File: src/logic/cpu_pkg.sv
// shared widths, opcodes and operation types, imported by every module of the core
package cpu_pkg;

  localparam int xlen           = 32;
  localparam int reg_addr_width = 5;

  // first fetch address after reset
  localparam logic [xlen-1:0] pc_start = 32'h0000_0000;

  // rv32i major opcodes of the supported subset
  localparam logic [6:0] op_imm    = 7'b0010011;
  localparam logic [6:0] op_reg    = 7'b0110011;
  localparam logic [6:0] op_lui    = 7'b0110111;
  localparam logic [6:0] op_load   = 7'b0000011;
  localparam logic [6:0] op_store  = 7'b0100011;
  localparam logic [6:0] op_branch = 7'b1100011;
  localparam logic [6:0] op_jal    = 7'b1101111;

  // alu operations where pass_b carries the lui immediate through
  typedef enum logic [2:0] {
    alu_add,
    alu_sub,
    alu_and,
    alu_or,
    alu_xor,
    alu_pass_b
  } alu_op_t;

  // instruction class seen by execute and memory
  typedef enum logic [2:0] {
    kind_alu,
    kind_load,
    kind_store,
    kind_beq,
    kind_bne,
    kind_jal
  } kind_t;

endpackage

File: src/logic/cpu.sv
// top level of the five-stage core joining the stages and register file to the memory ports
`timescale 1ns/100ps

module cpu (
  input  logic                               clock,
  input  logic                               reset,
  output logic                               if_rw_valid,
  input  logic                               if_rw_ready,
  input  logic [cpu_pkg::xlen-1:0]           if_r_data,
  output logic [cpu_pkg::xlen-1:0]           if_rw_addr,
  output logic                               mem_rw_valid,
  input  logic                               mem_rw_ready,
  output logic                               mem_rw_req,
  input  logic [cpu_pkg::xlen-1:0]           mem_r_data,
  output logic [cpu_pkg::xlen-1:0]           mem_w_data,
  output logic [cpu_pkg::xlen-1:0]           mem_rw_addr,
  output logic                               commit_valid,
  output logic [cpu_pkg::xlen-1:0]           commit_pc,
  output logic                               commit_wen,
  output logic [cpu_pkg::reg_addr_width-1:0] commit_rd,
  output logic [cpu_pkg::xlen-1:0]           commit_wdata
);
  import cpu_pkg::*;

  // fetch to decode
  logic                      if_to_id_valid, id_allowin;
  logic [xlen-1:0]           if_to_id_pc, if_to_id_inst;

  // redirect from execute
  logic                      redirect_valid;
  logic [xlen-1:0]           redirect_pc;

  // register file and interlock
  logic [reg_addr_width-1:0] rs1_addr, rs2_addr;
  logic [xlen-1:0]           rs1_data, rs2_data;
  logic [reg_addr_width-1:0] ex_dest, mem_dest, wb_dest;
  logic                      wr_ena;
  logic [reg_addr_width-1:0] wr_addr;
  logic [xlen-1:0]           wr_data;

  // decode to execute
  logic                      id_to_ex_valid, ex_allowin;
  logic [xlen-1:0]           id_to_ex_pc, id_to_ex_a, id_to_ex_b;
  logic [xlen-1:0]           id_to_ex_store_data, id_to_ex_imm;
  logic [reg_addr_width-1:0] id_to_ex_dest;
  alu_op_t                   id_to_ex_alu_op;
  kind_t                     id_to_ex_kind;

  // execute to memory
  logic                      ex_to_mem_valid, mem_allowin;
  logic [xlen-1:0]           ex_to_mem_pc, ex_to_mem_result, ex_to_mem_store_data;
  logic [reg_addr_width-1:0] ex_to_mem_dest;
  kind_t                     ex_to_mem_kind;

  // memory to writeback
  logic                      mem_to_wb_valid, wb_allowin;
  logic [xlen-1:0]           mem_to_wb_pc, mem_to_wb_wdata;
  logic [reg_addr_width-1:0] mem_to_wb_dest;

  // port names match the nets above
  if_stage  i_if_stage  (.*);
  id_stage  i_id_stage  (.*);
  ex_stage  i_ex_stage  (.*);
  mem_stage i_mem_stage (.*);
  wb_stage  i_wb_stage  (.*);
  regfile   i_regfile   (.*);

endmodule

File: src/logic/ex_stage.sv
// execute stage with the alu, branch and jal resolution, and the execute-to-memory register
`timescale 1ns/100ps

module ex_stage (
  input  logic                               clock,
  input  logic                               reset,
  input  logic                               id_to_ex_valid,
  input  logic [cpu_pkg::xlen-1:0]           id_to_ex_pc,
  input  cpu_pkg::alu_op_t                   id_to_ex_alu_op,
  input  logic [cpu_pkg::xlen-1:0]           id_to_ex_a,
  input  logic [cpu_pkg::xlen-1:0]           id_to_ex_b,
  input  logic [cpu_pkg::xlen-1:0]           id_to_ex_store_data,
  input  logic [cpu_pkg::xlen-1:0]           id_to_ex_imm,
  input  logic [cpu_pkg::reg_addr_width-1:0] id_to_ex_dest,
  input  cpu_pkg::kind_t                     id_to_ex_kind,
  output logic                               ex_allowin,
  output logic [cpu_pkg::reg_addr_width-1:0] ex_dest,
  output logic                               redirect_valid,
  output logic [cpu_pkg::xlen-1:0]           redirect_pc,
  output logic                               ex_to_mem_valid,
  output logic [cpu_pkg::xlen-1:0]           ex_to_mem_pc,
  output logic [cpu_pkg::xlen-1:0]           ex_to_mem_result,
  output logic [cpu_pkg::xlen-1:0]           ex_to_mem_store_data,
  output logic [cpu_pkg::reg_addr_width-1:0] ex_to_mem_dest,
  output cpu_pkg::kind_t                     ex_to_mem_kind,
  input  logic                               mem_allowin
);
  import cpu_pkg::*;

  logic [xlen-1:0] alu_result;
  logic [xlen-1:0] result;
  logic            taken;

  always_comb begin
    case (id_to_ex_alu_op)
      alu_sub:    alu_result = id_to_ex_a - id_to_ex_b;
      alu_and:    alu_result = id_to_ex_a & id_to_ex_b;
      alu_or:     alu_result = id_to_ex_a | id_to_ex_b;
      alu_xor:    alu_result = id_to_ex_a ^ id_to_ex_b;
      alu_pass_b: alu_result = id_to_ex_b;
      default:    alu_result = id_to_ex_a + id_to_ex_b;
    endcase
  end

  // jal links pc+4 while loads and stores take the alu sum as address
  assign result = (id_to_ex_kind == kind_jal) ? id_to_ex_pc + xlen'(4) : alu_result;

  assign taken = (id_to_ex_kind == kind_beq && id_to_ex_a == id_to_ex_b) ||
                 (id_to_ex_kind == kind_bne && id_to_ex_a != id_to_ex_b) ||
                 (id_to_ex_kind == kind_jal);

  // redirect fires in the cycle the branch moves on to memory
  assign redirect_valid = id_to_ex_valid && mem_allowin && taken;
  assign redirect_pc    = id_to_ex_pc + id_to_ex_imm;

  assign ex_allowin = !id_to_ex_valid || mem_allowin;
  assign ex_dest    = id_to_ex_valid ? id_to_ex_dest : '0;

  always_ff @(posedge clock) begin
    if (reset) begin
      ex_to_mem_valid <= 1'b0;
    end else if (mem_allowin) begin
      ex_to_mem_valid <= id_to_ex_valid;
    end
  end

  always_ff @(posedge clock) begin
    if (mem_allowin) begin
      ex_to_mem_pc         <= id_to_ex_pc;
      ex_to_mem_result     <= result;
      ex_to_mem_store_data <= id_to_ex_store_data;
      ex_to_mem_dest       <= id_to_ex_dest;
      ex_to_mem_kind       <= id_to_ex_kind;
    end
  end

endmodule

File: src/logic/id_stage.sv
// decode stage with operand select, load-use and raw interlock, and the decode-to-execute register
`timescale 1ns/100ps

module id_stage (
  input  logic                               clock,
  input  logic                               reset,
  input  logic                               if_to_id_valid,
  input  logic [cpu_pkg::xlen-1:0]           if_to_id_pc,
  input  logic [cpu_pkg::xlen-1:0]           if_to_id_inst,
  output logic                               id_allowin,
  output logic [cpu_pkg::reg_addr_width-1:0] rs1_addr,
  output logic [cpu_pkg::reg_addr_width-1:0] rs2_addr,
  input  logic [cpu_pkg::xlen-1:0]           rs1_data,
  input  logic [cpu_pkg::xlen-1:0]           rs2_data,
  input  logic [cpu_pkg::reg_addr_width-1:0] ex_dest,
  input  logic [cpu_pkg::reg_addr_width-1:0] mem_dest,
  input  logic [cpu_pkg::reg_addr_width-1:0] wb_dest,
  input  logic                               redirect_valid,
  output logic                               id_to_ex_valid,
  output logic [cpu_pkg::xlen-1:0]           id_to_ex_pc,
  output cpu_pkg::alu_op_t                   id_to_ex_alu_op,
  output logic [cpu_pkg::xlen-1:0]           id_to_ex_a,
  output logic [cpu_pkg::xlen-1:0]           id_to_ex_b,
  output logic [cpu_pkg::xlen-1:0]           id_to_ex_store_data,
  output logic [cpu_pkg::xlen-1:0]           id_to_ex_imm,
  output logic [cpu_pkg::reg_addr_width-1:0] id_to_ex_dest,
  output cpu_pkg::kind_t                     id_to_ex_kind,
  input  logic                               ex_allowin
);
  import cpu_pkg::*;

  logic [6:0]                opcode;
  logic [2:0]                funct3;
  logic [reg_addr_width-1:0] rd;
  logic [xlen-1:0]           imm_i, imm_s, imm_b, imm_u, imm_j;
  alu_op_t                   alu_op;
  kind_t                     kind;
  logic [reg_addr_width-1:0] dest;
  logic [xlen-1:0]           op_b;
  logic [xlen-1:0]           imm;
  logic                      use_rs1, use_rs2;
  logic                      rs1_hit, rs2_hit, stall;

  assign opcode   = if_to_id_inst[6:0];
  assign rd       = if_to_id_inst[11:7];
  assign funct3   = if_to_id_inst[14:12];
  assign rs1_addr = if_to_id_inst[19:15];
  assign rs2_addr = if_to_id_inst[24:20];

  assign imm_i = {{20{if_to_id_inst[31]}}, if_to_id_inst[31:20]};
  assign imm_s = {{20{if_to_id_inst[31]}}, if_to_id_inst[31:25], if_to_id_inst[11:7]};
  assign imm_b = {{19{if_to_id_inst[31]}}, if_to_id_inst[31], if_to_id_inst[7],
                  if_to_id_inst[30:25], if_to_id_inst[11:8], 1'b0};
  assign imm_u = {if_to_id_inst[31:12], 12'b0};
  assign imm_j = {{11{if_to_id_inst[31]}}, if_to_id_inst[31], if_to_id_inst[19:12],
                  if_to_id_inst[20], if_to_id_inst[30:21], 1'b0};

  // anything unrecognised keeps the defaults of an addi to x0
  always_comb begin
    alu_op  = alu_add;
    kind    = kind_alu;
    dest    = '0;
    op_b    = imm_i;
    imm     = imm_b;
    use_rs1 = 1'b0;
    use_rs2 = 1'b0;
    case (opcode)
      op_imm: begin
        use_rs1 = 1'b1;
        if (funct3 == 3'b000) begin
          dest = rd;
        end
      end
      op_reg: begin
        use_rs1 = 1'b1;
        use_rs2 = 1'b1;
        op_b    = rs2_data;
        if (if_to_id_inst[31:25] == 7'h00) begin
          dest = rd;
          case (funct3)
            3'b000:  alu_op = alu_add;
            3'b100:  alu_op = alu_xor;
            3'b110:  alu_op = alu_or;
            3'b111:  alu_op = alu_and;
            default: dest = '0;
          endcase
        end else if (if_to_id_inst[31:25] == 7'h20 && funct3 == 3'b000) begin
          alu_op = alu_sub;
          dest   = rd;
        end
      end
      op_lui: begin
        alu_op = alu_pass_b;
        op_b   = imm_u;
        dest   = rd;
      end
      op_load: begin
        use_rs1 = 1'b1;
        if (funct3 == 3'b010) begin
          kind = kind_load;
          dest = rd;
        end
      end
      op_store: begin
        use_rs1 = 1'b1;
        use_rs2 = 1'b1;
        op_b    = imm_s;
        if (funct3 == 3'b010) begin
          kind = kind_store;
        end
      end
      op_branch: begin
        use_rs1 = 1'b1;
        use_rs2 = 1'b1;
        op_b    = rs2_data;
        if (funct3 == 3'b000) begin
          kind = kind_beq;
        end else if (funct3 == 3'b001) begin
          kind = kind_bne;
        end
      end
      op_jal: begin
        kind = kind_jal;
        imm  = imm_j;
        dest = rd;
      end
      default: ;
    endcase
  end

  // wait until every producer of a source has reached the register file
  assign rs1_hit = use_rs1 && rs1_addr != '0 &&
                   (rs1_addr == ex_dest || rs1_addr == mem_dest || rs1_addr == wb_dest);
  assign rs2_hit = use_rs2 && rs2_addr != '0 &&
                   (rs2_addr == ex_dest || rs2_addr == mem_dest || rs2_addr == wb_dest);
  assign stall = if_to_id_valid && (rs1_hit || rs2_hit);

  assign id_allowin = !if_to_id_valid || (!stall && ex_allowin);

  always_ff @(posedge clock) begin
    if (reset) begin
      id_to_ex_valid <= 1'b0;
    end else if (redirect_valid) begin
      id_to_ex_valid <= 1'b0;
    end else if (ex_allowin) begin
      id_to_ex_valid <= if_to_id_valid && !stall;
    end
  end

  always_ff @(posedge clock) begin
    if (ex_allowin) begin
      id_to_ex_pc         <= if_to_id_pc;
      id_to_ex_alu_op     <= alu_op;
      id_to_ex_a          <= rs1_data;
      id_to_ex_b          <= op_b;
      id_to_ex_store_data <= rs2_data;
      id_to_ex_imm        <= imm;
      id_to_ex_dest       <= dest;
      id_to_ex_kind       <= kind;
    end
  end

endmodule

File: src/logic/if_stage.sv
// fetch stage holding the pc, driving the instruction port and the fetch-to-decode register
`timescale 1ns/100ps

module if_stage (
  input  logic                     clock,
  input  logic                     reset,
  input  logic                     id_allowin,
  input  logic                     redirect_valid,
  input  logic [cpu_pkg::xlen-1:0] redirect_pc,
  output logic                     if_to_id_valid,
  output logic [cpu_pkg::xlen-1:0] if_to_id_pc,
  output logic [cpu_pkg::xlen-1:0] if_to_id_inst,
  output logic                     if_rw_valid,
  input  logic                     if_rw_ready,
  output logic [cpu_pkg::xlen-1:0] if_rw_addr,
  input  logic [cpu_pkg::xlen-1:0] if_r_data
);
  import cpu_pkg::*;

  logic [xlen-1:0] pc;
  logic            stale;
  logic            fetch_go;
  logic            accept;

  // issue only when the decode buffer is empty or drains this cycle
  assign fetch_go = !if_rw_valid && !redirect_valid && (!if_to_id_valid || id_allowin);
  // a word fetched before a redirect is dropped
  assign accept = if_rw_valid && if_rw_ready && !stale && !redirect_valid;

  always_ff @(posedge clock) begin
    if (reset) begin
      pc             <= pc_start;
      if_rw_valid    <= 1'b0;
      stale          <= 1'b0;
      if_to_id_valid <= 1'b0;
    end else begin
      if (fetch_go) begin
        if_rw_valid <= 1'b1;
      end else if (if_rw_ready) begin
        if_rw_valid <= 1'b0;
      end
      if (if_rw_valid && if_rw_ready) begin
        stale <= 1'b0;
      end else if (if_rw_valid && redirect_valid) begin
        stale <= 1'b1;
      end
      if (redirect_valid) begin
        pc <= redirect_pc;
      end else if (accept) begin
        pc <= pc + xlen'(4);
      end
      if (redirect_valid) begin
        if_to_id_valid <= 1'b0;
      end else if (accept) begin
        if_to_id_valid <= 1'b1;
      end else if (id_allowin) begin
        if_to_id_valid <= 1'b0;
      end
    end
  end

  always_ff @(posedge clock) begin
    if (fetch_go) begin
      if_rw_addr <= pc;
    end
    if (accept) begin
      if_to_id_pc   <= if_rw_addr;
      if_to_id_inst <= if_r_data;
    end
  end

  // request address holds until the memory answers
  a_fetch_addr_stable: assert property (@(posedge clock) disable iff (reset)
    if_rw_valid && !if_rw_ready |=> if_rw_valid && $stable(if_rw_addr));

endmodule

File: src/logic/mem_stage.sv
// memory stage sequencing data port requests and holding the memory-to-writeback register
`timescale 1ns/100ps

module mem_stage (
  input  logic                               clock,
  input  logic                               reset,
  input  logic                               ex_to_mem_valid,
  input  logic [cpu_pkg::xlen-1:0]           ex_to_mem_pc,
  input  logic [cpu_pkg::xlen-1:0]           ex_to_mem_result,
  input  logic [cpu_pkg::xlen-1:0]           ex_to_mem_store_data,
  input  logic [cpu_pkg::reg_addr_width-1:0] ex_to_mem_dest,
  input  cpu_pkg::kind_t                     ex_to_mem_kind,
  output logic                               mem_allowin,
  output logic [cpu_pkg::reg_addr_width-1:0] mem_dest,
  output logic                               mem_rw_valid,
  input  logic                               mem_rw_ready,
  output logic                               mem_rw_req,
  input  logic [cpu_pkg::xlen-1:0]           mem_r_data,
  output logic [cpu_pkg::xlen-1:0]           mem_w_data,
  output logic [cpu_pkg::xlen-1:0]           mem_rw_addr,
  output logic                               mem_to_wb_valid,
  output logic [cpu_pkg::xlen-1:0]           mem_to_wb_pc,
  output logic [cpu_pkg::reg_addr_width-1:0] mem_to_wb_dest,
  output logic [cpu_pkg::xlen-1:0]           mem_to_wb_wdata,
  input  logic                               wb_allowin
);
  import cpu_pkg::*;

  typedef enum logic {
    st_req,
    st_done
  } state_t;

  state_t          state;
  logic [xlen-1:0] load_data;
  logic            is_mem;
  logic            ready_go;

  assign is_mem   = ex_to_mem_kind == kind_load || ex_to_mem_kind == kind_store;
  assign ready_go = !is_mem || state == st_done;

  assign mem_allowin = !ex_to_mem_valid || (ready_go && wb_allowin);
  assign mem_dest    = ex_to_mem_valid ? ex_to_mem_dest : '0;

  // request fields come straight from the held stage register
  assign mem_rw_valid = ex_to_mem_valid && is_mem && state == st_req;
  assign mem_rw_req   = ex_to_mem_kind == kind_store;
  assign mem_rw_addr  = ex_to_mem_result;
  assign mem_w_data   = ex_to_mem_store_data;

  always_ff @(posedge clock) begin
    if (reset) begin
      state <= st_req;
    end else if (mem_rw_valid && mem_rw_ready) begin
      state <= st_done;
    end else if (state == st_done && wb_allowin) begin
      state <= st_req;
    end
  end

  always_ff @(posedge clock) begin
    if (mem_rw_valid && mem_rw_ready) begin
      load_data <= mem_r_data;
    end
  end

  always_ff @(posedge clock) begin
    if (reset) begin
      mem_to_wb_valid <= 1'b0;
    end else if (wb_allowin) begin
      mem_to_wb_valid <= ex_to_mem_valid && ready_go;
    end
  end

  always_ff @(posedge clock) begin
    if (wb_allowin) begin
      mem_to_wb_pc    <= ex_to_mem_pc;
      mem_to_wb_dest  <= ex_to_mem_dest;
      mem_to_wb_wdata <= (ex_to_mem_kind == kind_load) ? load_data : ex_to_mem_result;
    end
  end

  // once raised, a data request stays up until the memory accepts it
  a_data_req_held: assert property (@(posedge clock) disable iff (reset)
    mem_rw_valid && !mem_rw_ready |=> mem_rw_valid);

endmodule

File: src/logic/regfile.sv
// integer register file with two combinational read ports and a write-first bypass
`timescale 1ns/100ps

module regfile (
  input  logic                               clock,
  input  logic                               reset,
  input  logic [cpu_pkg::reg_addr_width-1:0] rs1_addr,
  input  logic [cpu_pkg::reg_addr_width-1:0] rs2_addr,
  output logic [cpu_pkg::xlen-1:0]           rs1_data,
  output logic [cpu_pkg::xlen-1:0]           rs2_data,
  input  logic                               wr_ena,
  input  logic [cpu_pkg::reg_addr_width-1:0] wr_addr,
  input  logic [cpu_pkg::xlen-1:0]           wr_data
);
  import cpu_pkg::*;

  logic [xlen-1:0] regs [1 << reg_addr_width];

  // x0 always reads zero and a write in the same cycle wins
  function automatic logic [xlen-1:0] read_port(input logic [reg_addr_width-1:0] addr);
    if (addr == '0) begin
      return '0;
    end else if (wr_ena && wr_addr == addr) begin
      return wr_data;
    end
    return regs[addr];
  endfunction

  always_comb begin
    rs1_data = read_port(rs1_addr);
    rs2_data = read_port(rs2_addr);
  end

  always_ff @(posedge clock) begin
    if (reset) begin
      for (int i = 0; i < (1 << reg_addr_width); i++) begin
        regs[i] <= '0;
      end
    end else if (wr_ena && wr_addr != '0) begin
      regs[wr_addr] <= wr_data;
    end
  end

endmodule

File: src/logic/wb_stage.sv
// writeback stage registering the commit trace and driving the register file write
`timescale 1ns/100ps

module wb_stage (
  input  logic                               clock,
  input  logic                               reset,
  input  logic                               mem_to_wb_valid,
  input  logic [cpu_pkg::xlen-1:0]           mem_to_wb_pc,
  input  logic [cpu_pkg::reg_addr_width-1:0] mem_to_wb_dest,
  input  logic [cpu_pkg::xlen-1:0]           mem_to_wb_wdata,
  output logic                               wb_allowin,
  output logic [cpu_pkg::reg_addr_width-1:0] wb_dest,
  output logic                               wr_ena,
  output logic [cpu_pkg::reg_addr_width-1:0] wr_addr,
  output logic [cpu_pkg::xlen-1:0]           wr_data,
  output logic                               commit_valid,
  output logic [cpu_pkg::xlen-1:0]           commit_pc,
  output logic                               commit_wen,
  output logic [cpu_pkg::reg_addr_width-1:0] commit_rd,
  output logic [cpu_pkg::xlen-1:0]           commit_wdata
);

  // last stage never stalls
  assign wb_allowin = 1'b1;
  assign wb_dest    = mem_to_wb_valid ? mem_to_wb_dest : '0;

  always_ff @(posedge clock) begin
    if (reset) begin
      commit_valid <= 1'b0;
      commit_wen   <= 1'b0;
    end else begin
      commit_valid <= mem_to_wb_valid;
      commit_wen   <= mem_to_wb_valid && mem_to_wb_dest != '0;
    end
  end

  always_ff @(posedge clock) begin
    commit_pc    <= mem_to_wb_pc;
    commit_rd    <= mem_to_wb_dest;
    commit_wdata <= mem_to_wb_wdata;
  end

  // register write lands together with the commit pulse
  assign wr_ena  = commit_wen;
  assign wr_addr = commit_rd;
  assign wr_data = commit_wdata;

endmodule

File: config.mk
export PLATFORM = sky130hd
export DESIGN_NAME = cpu
export DESIGN_NICKNAME = d
export VERILOG_FILES = /design/src/logic/cpu_pkg.sv /design/src/logic/cpu.sv /design/src/logic/ex_stage.sv /design/src/logic/id_stage.sv /design/src/logic/if_stage.sv /design/src/logic/mem_stage.sv /design/src/logic/regfile.sv /design/src/logic/wb_stage.sv
export SDC_FILE = /design/constraint.sdc
export NUM_CORES = 2
export LEC_CHECK = 0
export ABC_AREA = 0
export CAP_MARGIN = 20
export CORE_ASPECT_RATIO = 1.1
export CORE_UTILIZATION = 50
export DETAILED_ROUTE_END_ITERATION = 10
export DONT_BUFFER_PORTS = 1
export GPL_ROUTABILITY_DRIVEN = 0
export SLEW_MARGIN = 0
export SYNTH_ARGS = -nofsm -noshare
export SYNTH_HDL_FRONTEND = slang
export SYNTH_SLANG_ARGS = --single-unit
File: constraint.sdc
create_clock -name clock -period 7 [get_ports clock]
set_input_delay 0.35 -clock clock [delete_from_list [all_inputs] [get_ports clock]]
set_output_delay 0.35 -clock clock [all_outputs]
set_load 0.1 [all_outputs]
==> insert_results.sql <==
INSERT INTO impl_metrics (metric_group, metric, value, unit) VALUES
('timing', 'setup_violations', '0', ''),
('cts', 'tritoncts', 'done', ''),
('final_layout', 'largest_register_ffs', '1024', ''),
('cts', 'clock-sinks', '1604', ''),
('global_routing', 'grt_first_pass_wirelength', '377000', 'um'),
('die', 'boundaryPins', '238', ''),
('detailed_routing', 'finalWirelength', '270000', 'um'),
('timing', 'worst_pin_slew', '1.29', 'ns'),
('synth', 'number_of_flops_mapped_to_enable_cells_by_yosys', '1415', ''),
('job', 'max_cap_viols', '0', ''),
('synth', 'post_synth_inst_count', '5628', ''),
('detailed_routing', 'drt-wirelength-per-cell', '34.4', 'um'),
('synth', 'most_used_dff_post_synth', 'sky130_fd_sc_hd__edfxtp_1', ''),
('detailed_routing', 'iteration_0_drc_count_of_the_detailed_router', '6246', ''),
('min_path', 'min_path_type', 'in2reg', ''),
('global_routing', 'grt_pass1_vias', '50300', ''),
('timing', 'finalHoldViolations', '0', ''),
('cts', 'cts.repair.resized', '0', ''),
('timing', 'fin_worst_skew', '0.0340', 'ns'),
('timing', 'timing.final.crit_period', '4.74', 'ns'),
('worst_setup_path', 'crit_fanout', '30', ''),
('placement', 'hpwlAfterDp', '170000', 'um'),
('worst_setup_path', 'reg2reg_from', 'i_id_stage.id_to_ex_b[18]$_DFFE_PN_', ''),
('cts', 'clkSlewWorstSetupHoldPaths', '0.06', 'ns'),
('synth', 'synth_cell_types', '85', ''),
('die', 'core.rowCount', '155', ''),
('timing', 'maxSlewViolCount', '0', ''),
('cts', 'clock-root-buffer', 'sky130_fd_sc_hd__clkbuf_16', ''),
('global_routing', 'overall_global_routing_usage', '0.327', ''),
('cts', 'tritoncts.num_buffers', '167', ''),
('final_layout', 'area_delta_synth_final', '10.8', '%'),
('timing', 'rsz0062_at_grt', 'no', ''),
('placement', 'placement.cell_area', '84200', 'um^2'),
('cts', 'post_cts_hold_buffer_count', '67', ''),
('synth', 'synth_area_per_inst', '14.5', 'um^2'),
('timing', 'slew_headroom', '0.134', ''),
('cts', 'ctsLongestPathBuffers', '3', ''),
('outcome', 'run_status', 'finished, final reports clean', ''),
('synth', 'seq_area_frac_synth', '0.568', ''),
('die', 'chipWidth', '387', 'um'),
('global_routing', 'grt_antenna_before_repair', '29', ''),
('die', 'die_outline_area', '165000', 'um^2'),
('final_layout', 'largest-register', 'i_regfile.regs', ''),
('pwr', 'power.leakage', '32.7', 'nW'),
('pwr', 'design_power_total', '26.0', 'mW'),
('detailed_routing', 'detail_route.drc_violations', '0', ''),
('final_layout', 'post_layout_nonfiller_instances', '7830', ''),
('cts', 'post_cts_buffers', '0', ''),
('die', 'core-area', '162000', 'um^2'),
('global_routing', 'grt_start_max_net_pins', '105', ''),
('placement', 'portBuffers', '0', ''),
('worst_setup_path', 'reg2regPathDepth', '11', ''),
('pwr', 'cellPowerDensity', '288', 'nW/um^2'),
('min_path', 'min_delay_worst_endpoint', 'i_if_stage.if_to_id_valid$_SDFFE_PP0P_', ''),
('final_layout', 'post_route_cells_drive_above_1_share', '0.219', ''),
('worst_setup_path', 'r2r-end', 'i_if_stage.if_to_id_pc[15]$_DFFE_PP_', ''),
('global_routing', 'globalRouteOverflowTotal', '0', ''),
('detailed_routing', 'avgViaCountPerCell', '6.53', ''),
('detailed_routing', 'drt_pre_antenna_iters', '6', ''),
('detailed_routing', 'route.vias.total', '51200', ''),
('worst_setup_path', 'r2r_setup_slack', '2.26', 'ns'),
('timing', 'final_critical_path_setup_slack', '2.26', 'ns'),
('worst_setup_path', 'crit_path_start_kind', 'flop', ''),
('synth', 'synth-async-reset-ratio', '0', ''),
('timing', 'clock.fmax', '0.211', 'GHz'),
('die', 'start_util', '0.503', ''),
('synth', 'postSynthRegisterBits', '1604', ''),
('worst_setup_path', 'worst_ep_arrival', '5.23', 'ns'),
('detailed_routing', 'remaining_antenna_violation_count', '0', ''),
('pwr', 'power.ir.vdd_worst', '0.286', 'mV'),
('min_path', 'hold_path_depth', '3', '');
power breakdown:
group | internal (mW) | switching, mW | total [mW]
combinational | 1.42 | 2.92 | 4.34
sequential | 11.1 | 1.71 | 12.8
clock | 5.03 | 3.87 | 8.90
total | 17.5 | 8.50 | 26.0
layout by cell type (no fill, tap or decap), types with 22 or more instances in the layout:
master and instances:
sky130_fd_sc_hd__or2_2 33, sky130_fd_sc_hd__ha_1 127, sky130_fd_sc_hd__a211oi_1 105, sky130_fd_sc_hd__clkbuf_16 174, sky130_fd_sc_hd__conb_1 32, sky130_fd_sc_hd__o21bai_1 23
sky130_fd_sc_hd__clkinv_2 26, sky130_fd_sc_hd__nor2_4 32, sky130_fd_sc_hd__xor2_1 74, sky130_fd_sc_hd__nand3_1 64, sky130_fd_sc_hd__nor3_1 35, sky130_fd_sc_hd__a21o_1 41
sky130_fd_sc_hd__edfxtp_1 1415, sky130_fd_sc_hd__inv_1 128, sky130_fd_sc_hd__a31oi_1 22, sky130_fd_sc_hd__a221oi_1 22, sky130_fd_sc_hd__mux2_2 41, sky130_fd_sc_hd__xnor2_1 59
sky130_fd_sc_hd__clkinv_1 28, sky130_fd_sc_hd__clkbuf_1 27, sky130_fd_sc_hd__a21oi_1 141, sky130_fd_sc_hd__dfxtp_2 34, sky130_fd_sc_hd__mux2i_1 79, sky130_fd_sc_hd__nor2b_1 30
sky130_fd_sc_hd__and2_1 1005, sky130_fd_sc_hd__dlygate4sd3_1 66, sky130_fd_sc_hd__a221o_1 27, sky130_fd_sc_hd__dfxtp_1 147, sky130_fd_sc_hd__o21ai_0 93, sky130_fd_sc_hd__nor2_1 222
sky130_fd_sc_hd__nand2_1 145, sky130_fd_sc_hd__o22ai_1 36, sky130_fd_sc_hd__mux4_2 640, sky130_fd_sc_hd__buf_4 153
how the worst max path moves through the flow:
stage                                                       from                                    to  slack [ns]  depth (start not counted)
final                        i_id_stage.id_to_ex_b[18]$_DFFE_PN_  i_if_stage.if_to_id_pc[15]$_DFFE_PP_        2.26                         11
after global routing         i_id_stage.id_to_ex_b[18]$_DFFE_PN_  i_if_stage.if_to_id_pc[13]$_DFFE_PP_        2.11                         11
after CTS                    i_id_stage.id_to_ex_b[18]$_DFFE_PN_  i_if_stage.if_to_id_pc[15]$_DFFE_PP_        2.28                         11
after detailed placement     i_id_stage.id_to_ex_b[18]$_DFFE_PN_  i_if_stage.if_to_id_pc[26]$_DFFE_PP_        2.31                         11
after global placement       i_id_stage.id_to_ex_b[22]$_DFFE_PN_  i_if_stage.if_to_id_pc[26]$_DFFE_PP_        2.40                         12
after floorplan           i_ex_stage.ex_to_mem_kind[1]$_DFFE_PP_    i_if_stage.if_rw_addr[0]$_DFFE_PP_        0.56                          6
synthesized netlist by cell type, types with 79 or more instances:
| cell | count | area [um^2] |
|---|---|---|
| sky130_fd_sc_hd__o21ai_0 | 93 | 465 |
| sky130_fd_sc_hd__dfxtp_1 | 189 | 3780 |
| sky130_fd_sc_hd__mux2i_1 | 79 | 791 |
| sky130_fd_sc_hd__and2_1 | 1006 | 6290 |
| sky130_fd_sc_hd__nor2_1 | 256 | 961 |
| sky130_fd_sc_hd__a211oi_1 | 105 | 788 |
| sky130_fd_sc_hd__edfxtp_1 | 1415 | 42500 |
| sky130_fd_sc_hd__ha_1 | 127 | 1590 |
| sky130_fd_sc_hd__clkbuf_1 | 387 | 1450 |
| sky130_fd_sc_hd__nand2_1 | 146 | 548 |
| sky130_fd_sc_hd__a21oi_1 | 141 | 706 |
| sky130_fd_sc_hd__inv_1 | 130 | 488 |
| sky130_fd_sc_hd__mux4_2 | 640 | 14400 |
worst max-delay path, stage by stage, from the launching register on:
cell,delay [ns]
sky130_fd_sc_hd__edfxtp_1,0.38
sky130_fd_sc_hd__inv_1,0.07
sky130_fd_sc_hd__ha_1,0.50
sky130_fd_sc_hd__nor4_1,0.62
sky130_fd_sc_hd__nand2_1,0.18
sky130_fd_sc_hd__or4b_1,0.70
sky130_fd_sc_hd__mux2_4,0.37
sky130_fd_sc_hd__nand4_2,0.09
sky130_fd_sc_hd__buf_4,0.31
sky130_fd_sc_hd__nand2_1,0.14
sky130_fd_sc_hd__inv_2,0.62
sky130_fd_sc_hd__buf_4,0.39
cell type report:
cell class                 count  area [um^2]
fill                       12800        71800
inverter                     131          494
timing repair buffer         237         2160
sequential                  1604        46300
multi-input combinational   3437        33300
tap                         2119         2650
clock inverter                88          793
clock buffer                 209         4570
antenna                        5         12.5
metal layers:
metal	vias to the layer above	share of wire	GRT usage
li1	21300	-	-
met1	26300	0.37	0.406
met2	2803	0.48	0.538
met3	696	0.090	0.0702
met4	14	0.058	0.171
met5	-	0.00032	0
cells by family (layout without fill, tap and decap cells):
family                     Yosys count  count (layout)  synth area share
adders and majority gates          130             130            0.0202
DFF                               1604            1604             0.568
other                                1              37         0.0000460
xor gates and xnor gates           133             133            0.0143
and+or+nand+nor                   1723            1723             0.120
muxes                              770             770             0.194
AOI/OAI and AO/OA                  649             649            0.0544
buffers and inverters              618             665            0.0295
per-stage QoR:
| step | utilization | hold slack [ns] |
|---|---|---|
| floorplan | - | 0.310 |
| global placement | 0.519 | 0.309 |
| detailed placement | 0.519 | 0.312 |
| CTS | 0.557 | 0.0536 |
| global route | 0.557 | 0.0761 |
| finish | 0.557 | 0.114 |
(Power assumes the default switching activity.)
